File: src/rv_pkg.sv
package rv_pkg;

  // Register index width for the 32-entry integer file
  localparam int REG_AW = 5;

  // EBREAK instruction word
  localparam logic [31:0] I_EBREAK = 32'h0010_0073;

  // Write-back result source
  // Codes 6 and 7 are unused and give a zero result
  typedef enum logic [2:0] {
    RES_ALU  = 3'd0,
    RES_LOAD = 3'd1,
    RES_PC4  = 3'd2,
    RES_JB   = 3'd3,
    RES_CSR  = 3'd4,
    RES_MEXT = 3'd5
  } res_src_e;

  // M extension operation, same encoding as funct3
  // Bit 2 set selects a divider result
  typedef enum logic [2:0] {
    MUL    = 3'd0,
    MULH   = 3'd1,
    MULHSU = 3'd2,
    MULHU  = 3'd3,
    DIV    = 3'd4,
    DIVU   = 3'd5,
    REM    = 3'd6,
    REMU   = 3'd7
  } mul_op_e;

  // Reason the write-back stage stopped
  typedef enum logic [1:0] {
    HALT_NONE   = 2'd0,
    HALT_EBREAK = 2'd1,
    HALT_TRAP   = 2'd2
  } halt_e;

endpackage

File: src/rv_wb_if.sv
`timescale 1ns/1ps

interface rv_wb_if
  import rv_pkg::*;
#(
  parameter int XLEN = 32
) ();

  // Handshake
  logic                valid;
  logic                ready;

  // Control fields
  res_src_e            res_src;
  logic [31:0]         instr;
  logic [REG_AW-1:0]   rd;
  logic                reg_write;
  logic                trap;
  logic [2:0]          funct3;

  // Candidate results
  logic [XLEN-1:0]     alu_result;
  logic [XLEN-1:0]     ld_data;
  logic [XLEN-1:0]     pc_plus4;
  logic [XLEN-1:0]     jb_target;
  logic [XLEN-1:0]     csr_rdata;
  logic [XLEN-1:0]     m_result;

  // Multiply operands and raw unsigned product
  logic [XLEN-1:0]     rs1_data;
  logic [XLEN-1:0]     rs2_data;
  logic [2*XLEN-1:0]   product;

  // Pipeline register side drives the bundle
  modport src (
    output valid, res_src, instr, rd, reg_write, trap, funct3,
    output alu_result, ld_data, pc_plus4, jb_target, csr_rdata, m_result,
    output rs1_data, rs2_data, product,
    input  ready
  );

  // Write-back side consumes it and drives ready
  modport snk (
    input  valid, res_src, instr, rd, reg_write, trap, funct3,
    input  alu_result, ld_data, pc_plus4, jb_target, csr_rdata, m_result,
    input  rs1_data, rs2_data, product,
    output ready
  );

endinterface

File: src/rv_mem_wb_reg.sv
`timescale 1ns/1ps

module rv_mem_wb_reg
  import rv_pkg::*;
#(
  parameter int XLEN = 32
) (
  input  logic              clk,
  input  logic              rst_n,
  input  logic              in_valid,
  output logic              in_ready,
  input  res_src_e          in_res_src,
  input  logic [31:0]       in_instr,
  input  logic [REG_AW-1:0] in_rd,
  input  logic              in_reg_write,
  input  logic [XLEN-1:0]   in_alu_result,
  input  logic [XLEN-1:0]   in_ld_data,
  input  logic [XLEN-1:0]   in_pc_plus4,
  input  logic [XLEN-1:0]   in_jb_target,
  input  logic [XLEN-1:0]   in_csr_rdata,
  input  logic [XLEN-1:0]   in_m_result,
  input  logic [2:0]        in_funct3,
  input  logic [XLEN-1:0]   in_rs1_data,
  input  logic [XLEN-1:0]   in_rs2_data,
  input  logic [2*XLEN-1:0] in_product,
  input  logic              in_trap,
  rv_wb_if.src              wb
);

  logic accept;

  // Slot is free when empty or when its bundle leaves this cycle
  assign in_ready = !wb.valid || wb.ready;
  assign accept   = in_valid && in_ready;

  // Occupancy flag
  always_ff @(posedge clk) begin
    if (!rst_n) begin
      wb.valid <= 1'b0;
    end else if (accept) begin
      wb.valid <= 1'b1;
    end else if (wb.ready) begin
      wb.valid <= 1'b0;
    end
  end

  // Bundle payload, loaded only on acceptance
  always_ff @(posedge clk) begin
    if (accept) begin
      wb.res_src    <= in_res_src;
      wb.instr      <= in_instr;
      wb.rd         <= in_rd;
      wb.reg_write  <= in_reg_write;
      wb.alu_result <= in_alu_result;
      wb.ld_data    <= in_ld_data;
      wb.pc_plus4   <= in_pc_plus4;
      wb.jb_target  <= in_jb_target;
      wb.csr_rdata  <= in_csr_rdata;
      wb.m_result   <= in_m_result;
      wb.funct3     <= in_funct3;
      wb.rs1_data   <= in_rs1_data;
      wb.rs2_data   <= in_rs2_data;
      wb.product    <= in_product;
      wb.trap       <= in_trap;
    end
  end

  // A stalled bundle stays put until write-back takes it
  a_hold_stable: assert property (@(posedge clk) disable iff (!rst_n)
    wb.valid && !wb.ready |=> wb.valid && $stable({wb.res_src, wb.instr, wb.rd,
      wb.reg_write, wb.trap, wb.funct3, wb.alu_result, wb.ld_data, wb.pc_plus4,
      wb.jb_target, wb.csr_rdata, wb.m_result, wb.rs1_data, wb.rs2_data, wb.product}));

endmodule

File: src/rv_mul_sign_fix.sv
`timescale 1ns/1ps

module rv_mul_sign_fix
  import rv_pkg::*;
#(
  parameter int XLEN = 32
) (
  input  logic [2*XLEN-1:0] product,
  input  logic [XLEN-1:0]   rs1_data,
  input  logic [XLEN-1:0]   rs2_data,
  input  mul_op_e           op,
  output logic [XLEN-1:0]   result
);

  logic [XLEN-1:0] prod_lo;
  logic [XLEN-1:0] prod_hi;
  logic            rs1_neg;
  logic            rs2_neg;
  logic [XLEN-1:0] corr_rs1;
  logic [XLEN-1:0] corr_rs2;

  // Halves of the unsigned product
  assign prod_lo = product[XLEN-1:0];
  assign prod_hi = product[2*XLEN-1:XLEN];

  // Operand signs
  assign rs1_neg = rs1_data[XLEN-1];
  assign rs2_neg = rs2_data[XLEN-1];

  // A negative rs1 read as unsigned adds rs2 * 2^XLEN to the product
  assign corr_rs1 = rs1_neg ? rs2_data : '0;
  // Likewise a negative rs2 adds rs1 * 2^XLEN
  assign corr_rs2 = rs2_neg ? rs1_data : '0;

  always_comb begin
    case (op)
      // Low half is sign-independent
      MUL: begin
        result = prod_lo;
      end
      // Both operands signed
      MULH: begin
        result = prod_hi - corr_rs1 - corr_rs2;
      end
      // Only rs1 signed
      MULHSU: begin
        result = prod_hi - corr_rs1;
      end
      // Both unsigned, nothing to fix
      MULHU: begin
        result = prod_hi;
      end
      // Divider ops bypass this block in write-back
      default: begin
        result = prod_lo;
      end
    endcase
  end

endmodule

File: src/rv_regfile.sv
`timescale 1ns/1ps

module rv_regfile
  import rv_pkg::*;
#(
  parameter int XLEN = 32
) (
  input  logic              clk,
  input  logic              rst_n,
  input  logic              we,
  input  logic [REG_AW-1:0] waddr,
  input  logic [XLEN-1:0]   wdata,
  input  logic [REG_AW-1:0] raddr,
  output logic [XLEN-1:0]   rdata
);

  localparam int NREGS = 1 << REG_AW;

  // x0 has no storage
  logic [XLEN-1:0] regs [1:NREGS-1];

  // Write port, x0 writes dropped
  always_ff @(posedge clk) begin
    if (!rst_n) begin
      for (int i = 1; i < NREGS; i++) begin
        regs[i] <= '0;
      end
    end else if (we && (waddr != '0)) begin
      regs[waddr] <= wdata;
    end
  end

  // Combinational read, x0 is hardwired zero
  always_comb begin
    if (raddr == '0) begin
      rdata = '0;
    end else begin
      rdata = regs[raddr];
    end
  end

  // Write address from write-back must be resolved on every write
  a_waddr_known: assert property (@(posedge clk) disable iff (!rst_n)
    we |-> !$isunknown(waddr));

endmodule

File: src/rv_wb_stage.sv
`timescale 1ns/1ps

module rv_wb_stage
  import rv_pkg::*;
#(
  parameter int XLEN = 32
) (
  input  logic              clk,
  input  logic              rst_n,
  rv_wb_if.snk              wb,
  output logic [XLEN-1:0]   rd_data,
  output logic [REG_AW-1:0] rd_addr,
  output logic              rd_we,
  output logic              retired,
  output logic              ebreak,
  output logic              trap
);

  halt_e           halt_q;
  logic [XLEN-1:0] mul_result;
  logic [XLEN-1:0] m_ext_result;
  logic            is_ebreak;

  // Late sign correction of the multiply product
  rv_mul_sign_fix #(
    .XLEN(XLEN)
  ) i_mul_sign_fix (
    .product (wb.product),
    .rs1_data(wb.rs1_data),
    .rs2_data(wb.rs2_data),
    .op      (mul_op_e'(wb.funct3)),
    .result  (mul_result)
  );

  // Divider results arrive finished, funct3 bit 2 picks them
  assign m_ext_result = wb.funct3[2] ? wb.m_result : mul_result;

  // Final result mux
  always_comb begin
    case (wb.res_src)
      RES_ALU:  rd_data = wb.alu_result;
      RES_LOAD: rd_data = wb.ld_data;
      RES_PC4:  rd_data = wb.pc_plus4;
      RES_JB:   rd_data = wb.jb_target;
      RES_CSR:  rd_data = wb.csr_rdata;
      RES_MEXT: rd_data = m_ext_result;
      default:  rd_data = '0;
    endcase
  end

  // Instruction retires on the handshake
  assign retired = wb.valid && wb.ready;

  // Accept only while running
  assign wb.ready = (halt_q == HALT_NONE);

  assign is_ebreak = (wb.instr == I_EBREAK);

  // Register write, suppressed for a trapping instruction
  assign rd_addr = wb.rd;
  assign rd_we   = retired && wb.reg_write && !wb.trap;

  // Halt FSM, entered on the edge that ends the retire cycle
  always_ff @(posedge clk) begin
    if (!rst_n) begin
      halt_q <= HALT_NONE;
    end else begin
      case (halt_q)
        HALT_NONE: begin
          // Trap wins over EBREAK
          if (retired && wb.trap) begin
            halt_q <= HALT_TRAP;
          end else if (retired && is_ebreak) begin
            halt_q <= HALT_EBREAK;
          end
        end
        // Sticky until reset
        default: begin
          halt_q <= halt_q;
        end
      endcase
    end
  end

  // Status is up in the retire cycle and held once halted
  assign trap   = (retired && wb.trap) || (halt_q == HALT_TRAP);
  assign ebreak = (retired && is_ebreak && !wb.trap) || (halt_q == HALT_EBREAK);

  // No retire once a halt has been flagged
  a_no_retire_after_halt: assert property (@(posedge clk) disable iff (!rst_n)
    (ebreak || trap) |=> !retired);

  // Halt causes are exclusive
  a_halt_onehot: assert property (@(posedge clk) disable iff (!rst_n)
    !(ebreak && trap));

endmodule

File: src/rv_wb_top.sv
`timescale 1ns/1ps

module rv_wb_top
  import rv_pkg::*;
#(
  parameter int XLEN = 32
) (
  input  logic              clk,
  input  logic              rst_n,

  // Incoming bundle from MEM
  input  logic              in_valid,
  output logic              in_ready,
  input  res_src_e          in_res_src,
  input  logic [31:0]       in_instr,
  input  logic [REG_AW-1:0] in_rd,
  input  logic              in_reg_write,
  input  logic [XLEN-1:0]   in_alu_result,
  input  logic [XLEN-1:0]   in_ld_data,
  input  logic [XLEN-1:0]   in_pc_plus4,
  input  logic [XLEN-1:0]   in_jb_target,
  input  logic [XLEN-1:0]   in_csr_rdata,
  input  logic [XLEN-1:0]   in_m_result,
  input  logic [2:0]        in_funct3,
  input  logic [XLEN-1:0]   in_rs1_data,
  input  logic [XLEN-1:0]   in_rs2_data,
  input  logic [2*XLEN-1:0] in_product,
  input  logic              in_trap,

  // Register file read port
  input  logic [REG_AW-1:0] raddr,
  output logic [XLEN-1:0]   rdata,

  // Write-back result
  output logic [XLEN-1:0]   wb_data,
  output logic [REG_AW-1:0] wb_rd,
  output logic              wb_we,

  // Status
  output logic              retired,
  output logic              ebreak,
  output logic              trap
);

  // MEM/WB bundle
  rv_wb_if #(.XLEN(XLEN)) wb_bus ();

  rv_mem_wb_reg #(
    .XLEN(XLEN)
  ) i_mem_wb_reg (
    .clk          (clk),
    .rst_n        (rst_n),
    .in_valid     (in_valid),
    .in_ready     (in_ready),
    .in_res_src   (in_res_src),
    .in_instr     (in_instr),
    .in_rd        (in_rd),
    .in_reg_write (in_reg_write),
    .in_alu_result(in_alu_result),
    .in_ld_data   (in_ld_data),
    .in_pc_plus4  (in_pc_plus4),
    .in_jb_target (in_jb_target),
    .in_csr_rdata (in_csr_rdata),
    .in_m_result  (in_m_result),
    .in_funct3    (in_funct3),
    .in_rs1_data  (in_rs1_data),
    .in_rs2_data  (in_rs2_data),
    .in_product   (in_product),
    .in_trap      (in_trap),
    .wb           (wb_bus.src)
  );

  rv_wb_stage #(
    .XLEN(XLEN)
  ) i_wb_stage (
    .clk    (clk),
    .rst_n  (rst_n),
    .wb     (wb_bus.snk),
    .rd_data(wb_data),
    .rd_addr(wb_rd),
    .rd_we  (wb_we),
    .retired(retired),
    .ebreak (ebreak),
    .trap   (trap)
  );

  // Write port fed straight from write-back
  rv_regfile #(
    .XLEN(XLEN)
  ) i_regfile (
    .clk  (clk),
    .rst_n(rst_n),
    .we   (wb_we),
    .waddr(wb_rd),
    .wdata(wb_data),
    .raddr(raddr),
    .rdata(rdata)
  );

endmodule

File: config.mk
export PLATFORM = sky130hd
export DESIGN_NAME = rv_wb_top
export DESIGN_NICKNAME = d
export VERILOG_FILES = /design/src/rv_pkg.sv /design/src/rv_wb_if.sv /design/src/rv_mem_wb_reg.sv /design/src/rv_mul_sign_fix.sv /design/src/rv_regfile.sv /design/src/rv_wb_stage.sv /design/src/rv_wb_top.sv
export SDC_FILE = /design/constraint.sdc
export NUM_CORES = 2
export LEC_CHECK = 0
export ABC_AREA = 1
export BUFFER_PORTS_ARGS = -buffer_cell sky130_fd_sc_hd__buf_2
export CORE_ASPECT_RATIO = 0.9
export CORE_MARGIN = 10
export CORE_UTILIZATION = 45
export DETAILED_ROUTE_END_ITERATION = 7
export HOLD_SLACK_MARGIN = 0.12
export PLACE_DENSITY_LB_ADDON = 0.3
export SLEW_MARGIN = 10
export SYNTH_ARGS = -nofsm -noshare
export SYNTH_HDL_FRONTEND = slang
export SYNTH_SLANG_ARGS = --single-unit
export TNS_END_PERCENT = 5
File: constraint.sdc
create_clock -name clk -period 28.1 [get_ports clk]
set_input_delay 5.62 -clock clk [delete_from_list [all_inputs] [get_ports clk]]
set_output_delay 5.62 -clock clk [all_outputs]
set_load 0.02 [all_outputs]
==> results.ini <==
[logic_synthesis]
synth_warnings=0
ys_top_cells_by_area=edfxtp_1 64%, nor2_1 6.1%, o21ai_0 4.7%
postSynthCellCount=5924
ys_seq_area_share_pct=64.57
avgSynthCellArea_um2=10.92
async_reset_ff_share_pct=0
synth-edff-count=1389
synth_top_flop_cell=edfxtp_1
ys_ff_latch=1392
synth_top_area_share_pct=64.47
syn-cell-area_um2=64690
synth.distinct_cells=70
yosysTopAreaCell=edfxtp_1

[worst_setup_path]
crit_start=raddr[0]
r2r_cells=26
r2r_slack_ns=22.44
critPathKind=input pin to output port
critPathMaxStageDelay_ns=0.87
crit_top_cell=o21ai_0
reg2reg_from=i_mem_wb_reg.wb.rs1_data[31]
crit_path_end=rdata[27]
start_kind=input pin
cp.depth=11
arrival_ns=10.23
worstPathCellList=buf_8, buf_12, buf_4, buf_4, o21ai_0, o22ai_1, o21ai_0, a31oi_1, o21ai_0, a41oi_1, buf_2
cp_max_fo=203
timing.rr.end=i_regfile.regs[0][22]
end_kind=output port
crit_family=buffers and inverters
cp_num_buf_inv=5
critPathRequiredTime_ns=22.48
slowest_stage=buf_4

[power_and_ir_drop]
vdd_drop_max_mv=0.07174
total_power_mw=4.937
power_per_cell_area_nw_per_um2=67.71
leakage_nw=26.12

[drt]
wl_per_cell_um=28.16
drt_iter0_drc=6696
drt-vias-per-instance=6.112
antenna_left=0
post-route-drc-count=0
vias=49830
routed_wl_mm=229.6
dr.pass1.iters=6

[clock_network]
cts_tree=done
clockBufferDepth=3
cts_buffers=147
cts_hold_buf=0
cts_root_buf=clkbuf_16
cts-resized-gates=0
cts_setup_buffers=0
htreeDepth=4
clk_pin_slew_ns=0.06
clkLatencyLatePin_ns=0.81
cts.sinks=1392

[timing]
finalCritPeriodShare_pct=56.40
setup-violations-final=0
rsz0062_at_grt=false
fin_setup_tns_ns=0
worst_slack_ns=12.25
hold_viol_final=0
clock_skew_ns=0.06127
max_slew.worst_pin.slew_ns=1.273
holdWs_ns=0.5301
timing.slew.headroom_pct=14.84
max_freq_mhz=63.10
min_period_ns=15.85
drv_slew=0

[cells_and_area]
finalNonFillerCells=8153
drive_gt1_share_pct=17.97
final_core_util_pct=51.25
layout_commonest_cell=edfxtp_1
postLayoutCellArea_um2=72920
layout_common_cells=1389 x edfxtp_1, 1054 x nor2_1, 620 x nand2_1, 604 x o21ai_0, 494 x a21oi_1
nNetsFinal=6622
area_growth_pct=12.71

[run]
maxCapViolations=0

[placement]
gp_congestion=0.9145
pre_cts_slack_ns=12.48
io_buffer_count=446
postPlaceCellArea_um2=68400
post-place-cells=7898
dpl.hpwl_mm=144.3

[outcome]
outcome=finished clean

[global_routing]
antenna_found_initial=12
grtUsageTotal_pct=27.90
grt_pass1_wl_mm=330.4
grt_max_degree=204
grt_overflow=0
grt_pass1_vias=48200

[floorplanning]
core_um2=142300
die_h_um=379.7
rows=131
start_util_pct=45.47
die_x_um=419.7
ios=447
die_area_um2=159400

[hold_path]
hold_start=i_wb_stage.halt_q[1]
hp-class=flop to flop

## worst min path at each step
stage,to,slack [ns],depth (start not counted)
5_1_grt,i_wb_stage.halt_q[0],0.56,2
6_report,i_wb_stage.halt_q[1],0.53,2
3_5_place_dp,i_wb_stage.halt_q[1],0.52,2
4_1_cts,i_wb_stage.halt_q[1],0.53,2
2_1_floorplan,i_wb_stage.halt_q[0],0.48,2
3_3_place_gp,i_wb_stage.halt_q[1],0.50,2
## registers in the layout, indices dropped and copies added, names as in the netlist
register and count:
i_mem_wb_reg.wb.alu_result 32, i_mem_wb_reg.wb.csr_rdata 32, i_mem_wb_reg.wb.funct3 3, i_mem_wb_reg.wb.instr 32, i_mem_wb_reg.wb.jb_target 32, i_mem_wb_reg.wb.ld_data 32, i_mem_wb_reg.wb.m_result 32, i_mem_wb_reg.wb.pc_plus4 32
i_mem_wb_reg.wb.product 64, i_mem_wb_reg.wb.rd 5, i_mem_wb_reg.wb.reg_write 1, i_mem_wb_reg.wb.res_src 3, i_mem_wb_reg.wb.rs1_data 32, i_mem_wb_reg.wb.rs2_data 32, i_mem_wb_reg.wb.trap 1, i_mem_wb_reg.wb.valid 1
i_regfile.regs 1024, i_wb_stage.halt_q 2
## layer usage
metal  vias to the layer above  GRT usage [%]  wire [um]
met3                       570          6.794      26650
met1                     24140          36.73      86500
li1                      21710              -          -
met4                        12          12.35      11170
met5                         -              0         72
met2                      3400          43.66     105200
## cells by family (layout without fill, tap and decap cells)
family / count (synthesis) / count (layout) / share of synthesized area [%]
other: 1 / 36 / 0.005796
buffers and inverters: 723 / 1055 / 5.042
XOR/XNOR: 22 / 22 / 0.3442
flip-flops: 1392 / 1392 / 64.57
AO/OA/AOI/OAI: 1727 / 1727 / 16.20
adder cells (fa/ha/maj): 64 / 64 / 1.261
AND/OR/NAND/NOR: 1995 / 1995 / 12.59
## worst reg2reg max path: cells and delay by family, from the launching register on
kind	cells	cell delay [ns]
simple gates	12	1.92
buf+inv	6	1.14
fa+ha+maj	3	0.99
compound gates	5	0.93
flops	1	0.32
## report_power, final
group          switching (mW)  internal, mW  total, mW
logic                   0.500         0.166      0.666
registers              0.0297          2.38       2.41
clock network           0.828          1.04       1.87
total                    1.36          3.58       4.94
## synthesized netlist by cell type (13+ instances only)
library cell / count
a211oi_1: 24
a21oi_1: 494
a21oi_2: 202
a31oi_1: 15
a41oi_1: 21
buf_1: 13
buf_2: 188
buf_4: 15
buf_6: 34
clkbuf_1: 253
edfxtp_1: 1389
ha_1: 62
inv_1: 187
inv_2: 29
nand2_1: 645
nand2_2: 22
nand3_1: 140
nand4_1: 25
nor2_1: 1057
nor3_1: 29
o211ai_1: 30
o21ai_0: 604
o21ai_1: 24
o221ai_1: 90
o22ai_1: 158
xor2_1: 17
## layout make-up
| cell class | instances | area, um^2 |
|---|---|---|
| Clock inverter | 68 | 591.8 |
| Tap cell | 1862 | 2330 |
| Timing Repair Buffer | 585 | 3324 |
| Inverter | 219 | 834.6 |
| Sequential cell | 1392 | 41770 |
| Fill cell | 12450 | 69350 |
| Clock buffer | 183 | 3920 |
| Antenna cell | 4 | 10.01 |
| Multi-Input combinational cell | 3840 | 20140 |
Power figures use the tool's default switching activity.
